<file path="src/logic/dummy_macros.svh">
// Dummy inserter build constants
`ifndef DUMMY_MACROS_SVH
`define DUMMY_MACROS_SVH

// LFSR and operand width
`define XS_LFSR_W 32

// Galois feedback masks, one per LFSR
`define XS_LFSR0_TAPS 32'h8000_0057
`define XS_LFSR1_TAPS 32'h8000_0062
`define XS_LFSR2_TAPS 32'h8000_007A

// Reset values, which are also reloaded when an LFSR locks up at zero
`define XS_LFSR0_DEFAULT 32'hAC53_3BF4
`define XS_LFSR1_DEFAULT 32'h5E1D_9C27
`define XS_LFSR2_DEFAULT 32'h3F8B_60D1

// Fetch queue entries, kept a power of two so the pointers wrap by themselves
`define XS_QUEUE_DEPTH 4

// Masks applied to lfsr0[5:0] to bound the gap between dummies
`define XS_GAP_MASK_4  6'd3
`define XS_GAP_MASK_8  6'd7
`define XS_GAP_MASK_16 6'd15
`define XS_GAP_MASK_32 6'd31
`define XS_GAP_MASK_64 6'd63

`endif

</file>
<file path="src/logic/rv_instr_pkg.sv">
// RISC-V instruction formats
package rv_instr_pkg;

  // Only the two major opcodes a dummy can take are listed
  typedef enum logic [6:0] {
    OPCODE_OP     = 7'h33,
    OPCODE_BRANCH = 7'h63
  } opcode_t;

  localparam logic [2:0] FUNCT3_ADD  = 3'b000;
  localparam logic [2:0] FUNCT3_AND  = 3'b111;
  localparam logic [2:0] FUNCT3_MUL  = 3'b000;
  localparam logic [2:0] FUNCT3_BLTU = 3'b110;

  localparam logic [6:0] FUNCT7_ADD = 7'b000_0000;
  localparam logic [6:0] FUNCT7_AND = 7'b000_0000;
  localparam logic [6:0] FUNCT7_MUL = 7'b000_0001;

  localparam logic [4:0] REG_X0 = 5'd0;

  typedef struct packed {
    logic [6:0] funct7;
    logic [4:0] rs2;
    logic [4:0] rs1;
    logic [2:0] funct3;
    logic [4:0] rd;
    opcode_t    opcode;
  } r_type_t;

  // Branch immediate is scattered over the word as in the ISA manual
  typedef struct packed {
    logic       imm_12;
    logic [5:0] imm_10_5;
    logic [4:0] rs2;
    logic [4:0] rs1;
    logic [2:0] funct3;
    logic [3:0] imm_4_1;
    logic       imm_11;
    opcode_t    opcode;
  } b_type_t;

  typedef union packed {
    r_type_t r;
    b_type_t b;
  } instr_u;

endpackage

</file>
<file path="src/logic/xsecure_cfg_pkg.sv">
// Security feature configuration types
package xsecure_cfg_pkg;

  // Dummy frequency field, decoded by its highest set bit
  typedef logic [3:0] dummy_freq_t;

  // Seed write target, 3 is not mapped to any LFSR
  typedef logic [1:0] lfsr_idx_t;

  localparam int NUM_LFSR = 3;

  typedef enum logic [1:0] {
    DUMMY_ADD  = 2'd0,
    DUMMY_AND  = 2'd1,
    DUMMY_MUL  = 2'd2,
    DUMMY_BLTU = 2'd3
  } dummy_kind_t;

endpackage

</file>
<file path="src/logic/dummy_insert_top.sv">
// Dummy instruction inserter
`timescale 1ns/1ps
`include "dummy_macros.svh"

module dummy_insert_top (
  input  logic                        clk_i,
  input  logic                        rst_ni,
  input  logic                        fetch_valid,
  input  rv_instr_pkg::instr_u        fetch_instr,
  output logic                        fetch_full,
  input  logic                        id_ready,
  input  logic                        dummy_en,
  input  xsecure_cfg_pkg::dummy_freq_t dummy_freq,
  input  logic                        seed_we,
  input  xsecure_cfg_pkg::lfsr_idx_t  seed_idx,
  input  logic [`XS_LFSR_W-1:0]       seed_value,
  output logic                        issue_valid,
  output rv_instr_pkg::instr_u        issue_instr,
  output logic                        issue_dummy,
  output logic [`XS_LFSR_W-1:0]       issue_operand_a,
  output logic [`XS_LFSR_W-1:0]       issue_operand_b
);
  import rv_instr_pkg::*;

  instr_u                head_instr;
  logic                  empty;
  logic                  pop;
  logic                  lfsr_step;
  logic [`XS_LFSR_W-1:0] lfsr0;
  logic [`XS_LFSR_W-1:0] lfsr1;
  logic [`XS_LFSR_W-1:0] lfsr2;

  dummy_lfsr_bank i_lfsr_bank (
    .clk_i      (clk_i),
    .rst_ni     (rst_ni),
    .lfsr_step  (lfsr_step),
    .seed_we    (seed_we),
    .seed_idx   (seed_idx),
    .seed_value (seed_value),
    .lfsr0      (lfsr0),
    .lfsr1      (lfsr1),
    .lfsr2      (lfsr2)
  );

  fetch_queue i_fetch_queue (
    .clk_i      (clk_i),
    .rst_ni     (rst_ni),
    .push       (fetch_valid),
    .push_instr (fetch_instr),
    .pop        (pop),
    .head_instr (head_instr),
    .empty      (empty),
    .full       (fetch_full)
  );

  dummy_issue i_issue (
    .clk_i           (clk_i),
    .rst_ni          (rst_ni),
    .id_ready        (id_ready),
    .dummy_en        (dummy_en),
    .dummy_freq      (dummy_freq),
    .head_instr      (head_instr),
    .empty           (empty),
    .lfsr0           (lfsr0),
    .lfsr1           (lfsr1),
    .lfsr2           (lfsr2),
    .pop             (pop),
    .lfsr_step       (lfsr_step),
    .issue_valid     (issue_valid),
    .issue_instr     (issue_instr),
    .issue_dummy     (issue_dummy),
    .issue_operand_a (issue_operand_a),
    .issue_operand_b (issue_operand_b)
  );

endmodule

</file>
<file path="src/logic/dummy_issue.sv">
// Dummy instruction issue stage
`timescale 1ns/1ps
`include "dummy_macros.svh"

module dummy_issue (
  input  logic                        clk_i,
  input  logic                        rst_ni,
  input  logic                        id_ready,
  input  logic                        dummy_en,
  input  xsecure_cfg_pkg::dummy_freq_t dummy_freq,
  input  rv_instr_pkg::instr_u        head_instr,
  input  logic                        empty,
  input  logic [`XS_LFSR_W-1:0]       lfsr0,
  input  logic [`XS_LFSR_W-1:0]       lfsr1,
  input  logic [`XS_LFSR_W-1:0]       lfsr2,
  output logic                        pop,
  output logic                        lfsr_step,
  output logic                        issue_valid,
  output rv_instr_pkg::instr_u        issue_instr,
  output logic                        issue_dummy,
  output logic [`XS_LFSR_W-1:0]       issue_operand_a,
  output logic [`XS_LFSR_W-1:0]       issue_operand_b
);
  import rv_instr_pkg::*;
  import xsecure_cfg_pkg::*;

  // Wide enough for a target of 64
  localparam int CNT_W = 7;

  logic [CNT_W-1:0] normal_cnt_q;
  logic [CNT_W-1:0] gap_target;
  logic [5:0]       gap_mask;
  logic             dummy_due;
  logic             insert_dummy;
  dummy_kind_t      kind;
  instr_u           dummy_instr;

  // The highest set bit of the setting picks the bound
  always_comb begin
    if (dummy_freq[3]) begin
      gap_mask = `XS_GAP_MASK_64;
    end else if (dummy_freq[2]) begin
      gap_mask = `XS_GAP_MASK_32;
    end else if (dummy_freq[1]) begin
      gap_mask = `XS_GAP_MASK_16;
    end else if (dummy_freq[0]) begin
      gap_mask = `XS_GAP_MASK_8;
    end else begin
      gap_mask = `XS_GAP_MASK_4;
    end
  end

  assign gap_target   = {1'b0, lfsr0[5:0] & gap_mask} + CNT_W'(1);
  assign dummy_due    = (normal_cnt_q == gap_target);
  assign insert_dummy = id_ready && dummy_en && dummy_due;
  assign pop          = id_ready && !insert_dummy && !empty;

  // R-type view for the ALU kinds, B-type view for BLTU with a zero offset
  always_comb begin
    kind        = dummy_kind_t'(lfsr0[7:6]);
    dummy_instr = '0;
    if (kind == DUMMY_BLTU) begin
      dummy_instr.b.opcode = OPCODE_BRANCH;
      dummy_instr.b.funct3 = FUNCT3_BLTU;
      dummy_instr.b.rs1    = lfsr0[12:8];
      dummy_instr.b.rs2    = lfsr0[17:13];
    end else begin
      dummy_instr.r.opcode = OPCODE_OP;
      dummy_instr.r.rd     = REG_X0;
      dummy_instr.r.rs1    = lfsr0[12:8];
      dummy_instr.r.rs2    = lfsr0[17:13];
      // ADD and MUL share funct3 and only MUL sets funct7
      dummy_instr.r.funct3 = (kind == DUMMY_AND) ? FUNCT3_AND : FUNCT3_ADD;
      dummy_instr.r.funct7 = (kind == DUMMY_MUL) ? FUNCT7_MUL : FUNCT7_ADD;
    end
  end

  always_ff @(posedge clk_i) begin
    if (!rst_ni) begin
      issue_valid  <= 1'b0;
      issue_dummy  <= 1'b0;
      lfsr_step    <= 1'b0;
      normal_cnt_q <= '0;
    end else begin
      // The bank advances on the cycle after the dummy left
      lfsr_step <= insert_dummy;
      if (id_ready) begin
        if (insert_dummy) begin
          issue_valid  <= 1'b1;
          issue_dummy  <= 1'b1;
          normal_cnt_q <= '0;
        end else if (!empty) begin
          issue_valid  <= 1'b1;
          issue_dummy  <= 1'b0;
          normal_cnt_q <= normal_cnt_q + 1'b1;
        end else begin
          issue_valid <= 1'b0;
          issue_dummy <= 1'b0;
        end
      end
    end
  end

  always_ff @(posedge clk_i) begin
    if (insert_dummy) begin
      issue_instr     <= dummy_instr;
      issue_operand_a <= lfsr1;
      issue_operand_b <= lfsr2;
    end else if (pop) begin
      issue_instr     <= head_instr;
      issue_operand_a <= '0;
      issue_operand_b <= '0;
    end
  end

  a_dummy_harmless: assert property (@(posedge clk_i) disable iff (!rst_ni)
    issue_valid && issue_dummy |->
      (issue_instr.r.opcode == OPCODE_OP && issue_instr.r.rd == REG_X0) ||
      (issue_instr.b.opcode == OPCODE_BRANCH && issue_instr.b.funct3 == FUNCT3_BLTU &&
       {issue_instr.b.imm_12, issue_instr.b.imm_11, issue_instr.b.imm_10_5,
        issue_instr.b.imm_4_1} == '0))
    else $error("Dummy 0x%08h writes a register or branches away", issue_instr);

endmodule

</file>
<file path="src/logic/dummy_lfsr_bank.sv">
// Seeded LFSR bank
`timescale 1ns/1ps
`include "dummy_macros.svh"

module dummy_lfsr_bank (
  input  logic                      clk_i,
  input  logic                      rst_ni,
  input  logic                      lfsr_step,
  input  logic                      seed_we,
  input  xsecure_cfg_pkg::lfsr_idx_t seed_idx,
  input  logic [`XS_LFSR_W-1:0]     seed_value,
  output logic [`XS_LFSR_W-1:0]     lfsr0,
  output logic [`XS_LFSR_W-1:0]     lfsr1,
  output logic [`XS_LFSR_W-1:0]     lfsr2
);
  import xsecure_cfg_pkg::*;

  localparam logic [NUM_LFSR-1:0][`XS_LFSR_W-1:0] LFSR_TAPS =
    {`XS_LFSR2_TAPS, `XS_LFSR1_TAPS, `XS_LFSR0_TAPS};
  localparam logic [NUM_LFSR-1:0][`XS_LFSR_W-1:0] LFSR_DEFAULTS =
    {`XS_LFSR2_DEFAULT, `XS_LFSR1_DEFAULT, `XS_LFSR0_DEFAULT};

  logic [NUM_LFSR-1:0][`XS_LFSR_W-1:0] lfsr_q;
  logic [NUM_LFSR-1:0][`XS_LFSR_W-1:0] lfsr_d;

  // One right shift, feedback folded in when the bit shifted out is set
  function automatic logic [`XS_LFSR_W-1:0] galois_step(
    input logic [`XS_LFSR_W-1:0] cur,
    input logic [`XS_LFSR_W-1:0] taps
  );
    logic [`XS_LFSR_W-1:0] nxt;
    nxt = cur >> 1;
    if (cur[0]) begin
      nxt = nxt ^ taps;
    end
    return nxt;
  endfunction

  always_comb begin
    for (int i = 0; i < NUM_LFSR; i++) begin
      lfsr_d[i] = lfsr_q[i];
      // A seed write beats a step on the same LFSR
      if (seed_we && seed_idx == lfsr_idx_t'(i)) begin
        lfsr_d[i] = seed_value;
      end else if (lfsr_step) begin
        lfsr_d[i] = galois_step(lfsr_q[i], LFSR_TAPS[i]);
      end
      // Zero is a fixed point, so recover from it right away
      if (lfsr_d[i] == '0) begin
        lfsr_d[i] = LFSR_DEFAULTS[i];
      end
    end
  end

  always_ff @(posedge clk_i) begin
    if (!rst_ni) begin
      lfsr_q <= LFSR_DEFAULTS;
    end else begin
      lfsr_q <= lfsr_d;
    end
  end

  assign lfsr0 = lfsr_q[0];
  assign lfsr1 = lfsr_q[1];
  assign lfsr2 = lfsr_q[2];

  for (genvar g = 0; g < NUM_LFSR; g++) begin : g_lockup_chk
    a_lfsr_nonzero: assert property (@(posedge clk_i) disable iff (!rst_ni)
      lfsr_q[g] != '0)
      else $error("LFSR%0d reached the all zero state", g);
  end

endmodule

</file>
<file path="src/logic/fetch_queue.sv">
// Fetched instruction FIFO
`timescale 1ns/1ps
`include "dummy_macros.svh"

module fetch_queue (
  input  logic                 clk_i,
  input  logic                 rst_ni,
  input  logic                 push,
  input  rv_instr_pkg::instr_u push_instr,
  input  logic                 pop,
  output rv_instr_pkg::instr_u head_instr,
  output logic                 empty,
  output logic                 full
);
  import rv_instr_pkg::*;

  localparam int DEPTH = `XS_QUEUE_DEPTH;
  localparam int PTR_W = $clog2(DEPTH);

  instr_u           mem_q [DEPTH];
  logic [PTR_W-1:0] wr_ptr_q;
  logic [PTR_W-1:0] rd_ptr_q;
  logic [PTR_W:0]   count_q;
  logic             do_push;
  logic             do_pop;

  assign full  = (count_q == (PTR_W+1)'(DEPTH));
  assign empty = (count_q == '0);

  // Words offered while full are simply lost here
  assign do_push = push && !full;
  assign do_pop  = pop && !empty;

  always_ff @(posedge clk_i) begin
    if (!rst_ni) begin
      wr_ptr_q <= '0;
      rd_ptr_q <= '0;
      count_q  <= '0;
    end else begin
      if (do_push) begin
        wr_ptr_q <= wr_ptr_q + 1'b1;
      end
      if (do_pop) begin
        rd_ptr_q <= rd_ptr_q + 1'b1;
      end
      count_q <= count_q + {{PTR_W{1'b0}}, do_push} - {{PTR_W{1'b0}}, do_pop};
    end
  end

  always_ff @(posedge clk_i) begin
    if (do_push) begin
      mem_q[wr_ptr_q] <= push_instr;
    end
  end

  assign head_instr = mem_q[rd_ptr_q];

  a_no_pop_empty: assert property (@(posedge clk_i) disable iff (!rst_ni)
    pop |-> !empty)
    else $error("Issue stage popped an empty fetch queue");

  a_count_bound: assert property (@(posedge clk_i) disable iff (!rst_ni)
    count_q <= (PTR_W+1)'(DEPTH))
    else $error("Fetch queue count %0d exceeds depth", count_q);

endmodule

</file>
<file path="config.mk">
export PLATFORM = sky130hd
export DESIGN_NAME = dummy_insert_top
export DESIGN_NICKNAME = d
export VERILOG_FILES = /design/src/logic/rv_instr_pkg.sv /design/src/logic/xsecure_cfg_pkg.sv /design/src/logic/dummy_insert_top.sv /design/src/logic/dummy_issue.sv /design/src/logic/dummy_lfsr_bank.sv /design/src/logic/fetch_queue.sv
export VERILOG_INCLUDE_DIRS = /design/src /design/src/logic
export SDC_FILE = /design/constraint.sdc
export NUM_CORES = 1
export LEC_CHECK = 0
export BUFFER_PORTS_ARGS = -buffer_cell sky130_fd_sc_hd__buf_2
export CORE_AREA = 5 5 173 175
export CTS_BUF_LIST = sky130_fd_sc_hd__clkbuf_16
export CTS_CLUSTER_DIAMETER = 150
export DETAILED_ROUTE_END_ITERATION = 16
export DIE_AREA = 0 0 178 180
export PLACE_DENSITY_LB_ADDON = 0.08
export SETUP_SLACK_MARGIN = 0.2
export SLEW_MARGIN = 25
export SYNTH_ARGS = -nofsm -noshare
export SYNTH_HDL_FRONTEND = slang
export SYNTH_SLANG_ARGS = --single-unit
</file>
<file path="constraint.sdc">
create_clock -name clk_i -period 4.9 [get_ports clk_i]
set_input_delay 0.98 -clock clk_i [delete_from_list [all_inputs] [get_ports clk_i]]
set_output_delay 0.98 -clock clk_i [all_outputs]
set_load 0.005 [all_outputs]
</file>
==> out/metrics.csv, run 1 <==
stage,metric,value,unit
status,outcome,completed,
pwr,vdd_drop_max,332.6,uV
cts,numCtsBuffers,36,
routing,drtIter0Drc,711,
cells_and_area,multiInputGateArea,5022,um^2
placement,numPortBuffers,174,
placement,dp_hpwl,23310,um
routing,drt_first_pass_iters,5,
pwr,p_total,7.315,mW
global_routing,grt_util_all_layers,21.56,%
routing,wl,34940,um
floorplan,start_util,50.77,%
cells_and_area,utilization,58.69,%
synthesis,yosys-top-cells-area,"edfxtp_1 46%, dfxtp_1 17%, mux2i_1 6.8%",
cts,cts_root_buf,clkbuf_16,
sta,setup_viol,0,
cells_and_area,finalNonFillerCells,1654,
floorplan,ios,175,
pwr,leakage,6.282,nW
floorplan,coreArea,28310,um^2
global_routing,grt_pass1_wl,54290,um
synthesis,syn_inst,1092,
synthesis,synth.avg_cell_area,13.17,um^2
cells_and_area,fillers,2327,
floorplan,fp-row-count,62,
sta,skew,0.01953,ns
cts,cts_setup_buffers,0,
cells_and_area,final_nets,1329,
critical_path,required,5.04,ns
synthesis,synth-edff-count,219,
synthesis,synthArstFlopShare,0,%
sta,period_minus_slack,3.551,ns
critical_path,cp_max_fo,91,
pwr,power_density,440.2,nW/um^2
critical_path,worstSetupStartpointType,flip-flop,
synthesis,synth_cell_type_count,53,
routing,viasPerCell,5.643,
synthesis,ys_ff_latch,339,
synthesis,syn_nets,1177,
synthesis,ys_seq_area_share,62.45,%
global_routing,busiest_layer,met2,
synthesis,synth_ff_type,edfxtp_1,
sta,drv_slew,0,
sta,worst_slack,1.349,ns
synthesis,synth_largest_area_cell,edfxtp_1,
cells_and_area,diodes,0,
cells_and_area,area_delta_synth_final,15.59,%
critical_path,critPathKind,flip-flop to flip-flop,
sta,fmax,281.6,MHz
synthesis,yosysWarningCount,0,
min_path,hold_class,flip-flop to flip-flop,
job,maxCapViolCount,0,
cts,clk_pin_slew_worst_paths,0.06,ns
cts,cts_resized,0,
sta,period_share,72.48,%
placement,place_ws,0.9195,ns
sta,fin_tns_setup,0,ns
sta,tightest_slew,0.9367,ns
cts,clkLatencyLatePin,0.52,ns
global_routing,grt_util_met3,4.244,%
routing,dr_total_vias,9333,
cells_and_area,regArea,8984,um^2
sta,holdWs,0.4719,ns
sta,hold_viol,0,
global_routing,grt_use_met2,35.75,%
placement,place_inst,1590,
cts,tritoncts,done,
synthesis,synth_top_area_share,45.74,%
critical_path,crit_path_end_kind,flip-flop,
routing,route.antenna.remaining_nets,0,
synthesis,synth_most_common_cell,edfxtp_1,
sta,rsz0062_at_grt,no,
synthesis,synth_commonest_cells,"219 x edfxtp_1, 120 x dfxtp_1, 98 x mux2i_1",
routing,drc_errors,0,
cts,htree_levels,2,
global_routing,met1_usage,28.85,%
cts,hold_buffers,0,
cts,cts_sinks,339,
placement,postPlaceCellArea,15570,um^2
floorplan,dieArea,32040,um^2
global_routing,grt_max_degree,92,
synthesis,syn_area,14380,um^2
cells_and_area,drive_above_1_share,24.41,%
global_routing,grt_antenna_before_repair,3,
sta,slew_headroom,37.56,%
critical_path,crit_arrival,3.69,ns
floorplan,die_y,180,um
floorplan,die-width,178,um
cts,clk_path_buf_depth,3,
global_routing,grt_pass1_vias,9374,
routing,wl_per_cell,21.13,um
global_routing,overflow,0,
placement,place.gp.congestion,0.8033,
cells_and_area,stdcell_area,16620,um^2
-- cells by family (layout without fill, tap and decap cells) --
group / count (synthesis) / count (layout) / share of synthesized area (%)
AO/OA/AOI/OAI: 131 / 131 / 6.136
XOR/XNOR: 26 / 26 / 1.584
adder cells (fa/ha/maj): 9 / 9 / 0.8355
buffers and inverters: 93 / 271 / 2.672
flip-flops: 339 / 339 / 62.45
multiplexers: 161 / 161 / 14.26
AND/OR/NAND/NOR: 333 / 333 / 12.05
-- layout by cell type (no fill, tap or decap), types with 3 or more instances in the layout --
master / netlist / final
edfxtp_1: 219 / 219
buf_2: 22 / 174
dfxtp_1: 120 / 118
mux2i_1: 98 / 98
and3_1: 69 / 69
nor2_1: 69 / 69
nand2_1: 68 / 68
clkbuf_16: 0 / 37
mux4_2: 32 / 32
mux2_2: 31 / 31
a211oi_1: 30 / 30
o211ai_1: 30 / 30
a21oi_1: 27 / 27
nand3_1: 23 / 23
inv_1: 11 / 21
and2_1: 20 / 20
buf_4: 2 / 20
nor4_1: 17 / 17
o21ai_1: 16 / 16
nor3_1: 15 / 15
nand4_1: 15 / 15
xor2_1: 13 / 13
xnor2_1: 13 / 13
clkinv_1: 1 / 12
o21ai_0: 10 / 10
or3_1: 9 / 9
ha_1: 8 / 8
nand4b_1: 5 / 5
nand3b_1: 4 / 4
nand2b_1: 4 / 4
a21o_1: 4 / 4
nor2b_1: 3 / 3
nor4b_1: 3 / 3
clkinv_2: 0 / 3
-- where the power goes --
part / leakage [nW] / total [mW] / switching [mW] / internal [mW]
registers: 3.04 / 3.69 / 0.164 / 3.52
logic: 2.69 / 1.21 / 0.677 / 0.530
clock network: 0.547 / 2.42 / 1.06 / 1.36
-- worst max-delay path, cell delays in order (launching register included) --
cell and delay [ns]:
dfxtp_1 0.64, and3_1 0.28, a31oi_1 0.10, or3_1 0.37, a2111oi_4 0.32, buf_4 0.59, and2_1 0.24, or2_4 0.13
buf_12 0.33
-- path summary, 6_finish.rpt --
check / cells past startpoint / end / start / slack (ns)
hold reg to reg: 2 / i_issue.issue_instr[7] / i_issue.issue_instr[7] / 0.47
setup reg to reg: 8 / i_issue.issue_operand_a[1] / i_lfsr_bank.lfsr0[0] / 1.35
setup / recovery: 8 / i_issue.issue_operand_a[1] / i_lfsr_bank.lfsr0[0] / 1.35
hold / removal: 2 / i_issue.issue_instr[7] / i_issue.issue_instr[7] / 0.47
-- area by class of cell --
class                   instances  area share, %
multi-input cells             660          30.22
inverters                      12         0.2711
clock inverters                27         0.7153
repair buffers                195          6.265
well taps                     384          2.891
clock buffers                  37          5.572
flip-flops and latches        339          54.06
-- sequential cells by signal, indices dropped and copies added (netlist names), named ones only --
name and flops:
i_fetch_queue.count_q 3, i_fetch_queue.mem_q 128, i_fetch_queue.rd_ptr_q 2, i_fetch_queue.wr_ptr_q 2, i_issue.issue_dummy 1, i_issue.issue_instr 32
i_issue.issue_operand_a 32, i_issue.issue_operand_b 32, i_issue.issue_valid 1, i_issue.lfsr_step 1, i_issue.normal_cnt_q 7, i_lfsr_bank.lfsr0 32
i_lfsr_bank.lfsr1 32, i_lfsr_bank.lfsr2 32
-- metal layers --
layer	vias to the layer above	part of all wire (%)
li1	4430	-
met1	4516	42
met3	64	7.2
met5	-	0.13
met4	6	2.8
met2	317	48
No activity file was read; power rests on OpenSTA's default activity.
==> run 2, diff against run 1 <==
clock period = 3 ns   (was 4.9 ns; I/O delays follow)
==> out/metrics.csv, run 2 (synthesized netlist as in run 1, its figures left out) <==
stage,metric,value,unit
status,outcome,completed,
critical_path,crit_slowest_cell,a2111oi_4,
sta,tightest_slew,1.024,ns
sta,period_minus_slack,2.874,ns
critical_path,critPathKind,flip-flop to flip-flop,
cts,cts_sinks,339,
sta,setup_viol,0,
critical_path,cp_top_family,adder cells,
cells_and_area,layout_commonest_cell,edfxtp_1,
cts,cts_root_buf,clkbuf_16,
routing,route.antenna.remaining_nets,0,
pwr,p_total,12.50,mW
critical_path,worstSetupStartpointType,flip-flop,
critical_path,r2r_cells,12,
cells_and_area,utilization,60.53,%
cells_and_area,regArea,9001,um^2
sta,drv_slew,0,
cts,tritoncts,done,
floorplan,coreArea,28310,um^2
placement,dp_hpwl,23940,um
cells_and_area,fillers,2281,
global_routing,grt_util_all_layers,21.87,%
job,maxCapViolCount,0,
critical_path,cp_max_fo,5,
global_routing,grt_pass1_vias,9413,
sta,period_share,95.79,%
routing,viasPerCell,5.656,
cells_and_area,multiInputGateArea,5116,um^2
critical_path,timing.critical_path.mode_cell,ha_4,
sta,skew,0.01705,ns
critical_path,crit_path_end_kind,flip-flop,
pwr,leakage,6.520,nW
routing,drtIter0Drc,692,
sta,hold_viol,0,
sta,fmax,348.0,MHz
critical_path,startpoint,i_lfsr_bank.lfsr0[0],
cells_and_area,drive_above_1_share,28.03,%
floorplan,fp-row-count,62,
cells_and_area,stdcell_area,17140,um^2
critical_path,rrSetupSlack,0.13,ns
routing,dr_total_vias,9542,
cells_and_area,top_register,i_fetch_queue.mem_q,
floorplan,die-width,178,um
cells_and_area,area_delta_synth_final,19.21,%
min_path,hold_class,primary input to flip-flop,
global_routing,grt_pass1_wl,54550,um
critical_path,cpPeakStageDelay,0.40,ns
floorplan,start_util,50.77,%
floorplan,dieArea,32040,um^2
pwr,vdd_drop_max,566.1,uV
cts,clk_pin_slew_worst_paths,0.06,ns
routing,drt_first_pass_iters,6,
critical_path,path_cells,and3_4 > a31oi_4 > or3_4 > a2111oi_4 > a21oi_4 > ha_4 > inv_2 > ha_4 > fa_2 > xnor2_2 > xnor2_1 > nor2_1,
cts,htree_levels,2,
global_routing,grt_max_degree,80,
critical_path,required,3.40,ns
cells_and_area,final_nets,1359,
min_path,hold_path_startpoint,fetch_instr[23],
global_routing,overflow,0,
placement,place.gp.congestion,0.8911,
routing,wl_per_cell,21.31,um
floorplan,ios,175,
critical_path,worstPathBufferInverterCount,1,
cts,clk_path_buf_depth,3,
cts,numCtsBuffers,36,
critical_path,rr_endpoint,i_fetch_queue.count_q[2],
pwr,power_density,729.7,nW/um^2
critical_path,crit_arrival,3.28,ns
cells_and_area,layout_common_cells,"219 x edfxtp_1, 174 x buf_2, 112 x dfxtp_1, 98 x mux2i_1, 69 x nor2_1",
placement,numPortBuffers,174,
critical_path,worstReg2RegStart,i_lfsr_bank.lfsr0[0],
min_path,hold_depth,1,
cts,clkLatencyLatePin,0.52,ns
routing,drc_errors,0,
critical_path,crit_cells,12,
sta,slew_headroom,31.12,%
cells_and_area,largest_reg_flops,128,
sta,rsz0062_at_grt,yes,
global_routing,grt_antenna_before_repair,1,
placement,postPlaceCellArea,15870,um^2
cts,hold_buffers,0,
critical_path,endpoint,i_fetch_queue.count_q[2],
floorplan,die_y,180,um
routing,wl,35940,um
run 2: final cells by class:
type / count / area share (%)
Clock inverter: 29 / 1.365
Clock buffer: 37 / 5.403
Inverter: 12 / 0.2628
Sequential cell: 339 / 52.52
Antenna cell: 1 / 0.01460
Tap cell: 384 / 2.804
Timing Repair Buffer: 225 / 7.775
Multi-Input combinational cell: 660 / 29.85
run 2: how the worst min path moves through the flow:
| stage | slack (ns) | to |
|---|---|---|
| 3_3_place_gp | 0.45 | flip-flop |
| 3_5_place_dp | 0.46 | i_issue.issue_instr[10] |
| 5_1_grt | 0.28 | i_fetch_queue.mem_q[0][17] |
| 2_1_floorplan | 0.45 | flip-flop |
| 6_report | 0.29 | i_fetch_queue.mem_q[3][23] |
| 4_1_cts | 0.27 | i_fetch_queue.mem_q[3][23] |
run 2: timing repair:
item | in CTS | in global routing
setup buffers | 0 | 3
setup endpoints to repair | 1 | 9
pin swaps | 4 | 0
gates resized for setup | 10 | 9
run 2: metrics by stage:
step / hold WS (ns) / cells / worst slack [ns] / setup TNS (ns)
final: 0.2907 / 1687 / 0.1264 / 0
after global routing: 0.2807 / 1686 / 0.004079 / 0
after CTS: 0.2697 / 1683 / 0.1673 / 0
after detailed placement: 0.4621 / 1617 / -0.1762 / -0.2148
after global placement: 0.4542 / 1617 / -0.1371 / -0.1371
after floorplan: 0.4451 / 1092 / -0.1625 / -4.529
run 2: per-layer routing:
metal	track usage, %	vias to the layer above	share of wire [%]
li1	-	4493	-
met1	30.23	4646	43
met2	35.48	335	47
met3	3.592	66	6.4
met4	7.054	2	2.9
met5	0	-	0.031
run 2: power breakdown:
part           leakage [nW]  total, mW  internal [mW]  switching, mW
logic                  2.87       2.12          0.961           1.16
registers              3.04       6.00           5.74          0.257
clock network         0.609       4.38           2.58           1.79
total                  6.52       12.5           9.29           3.22
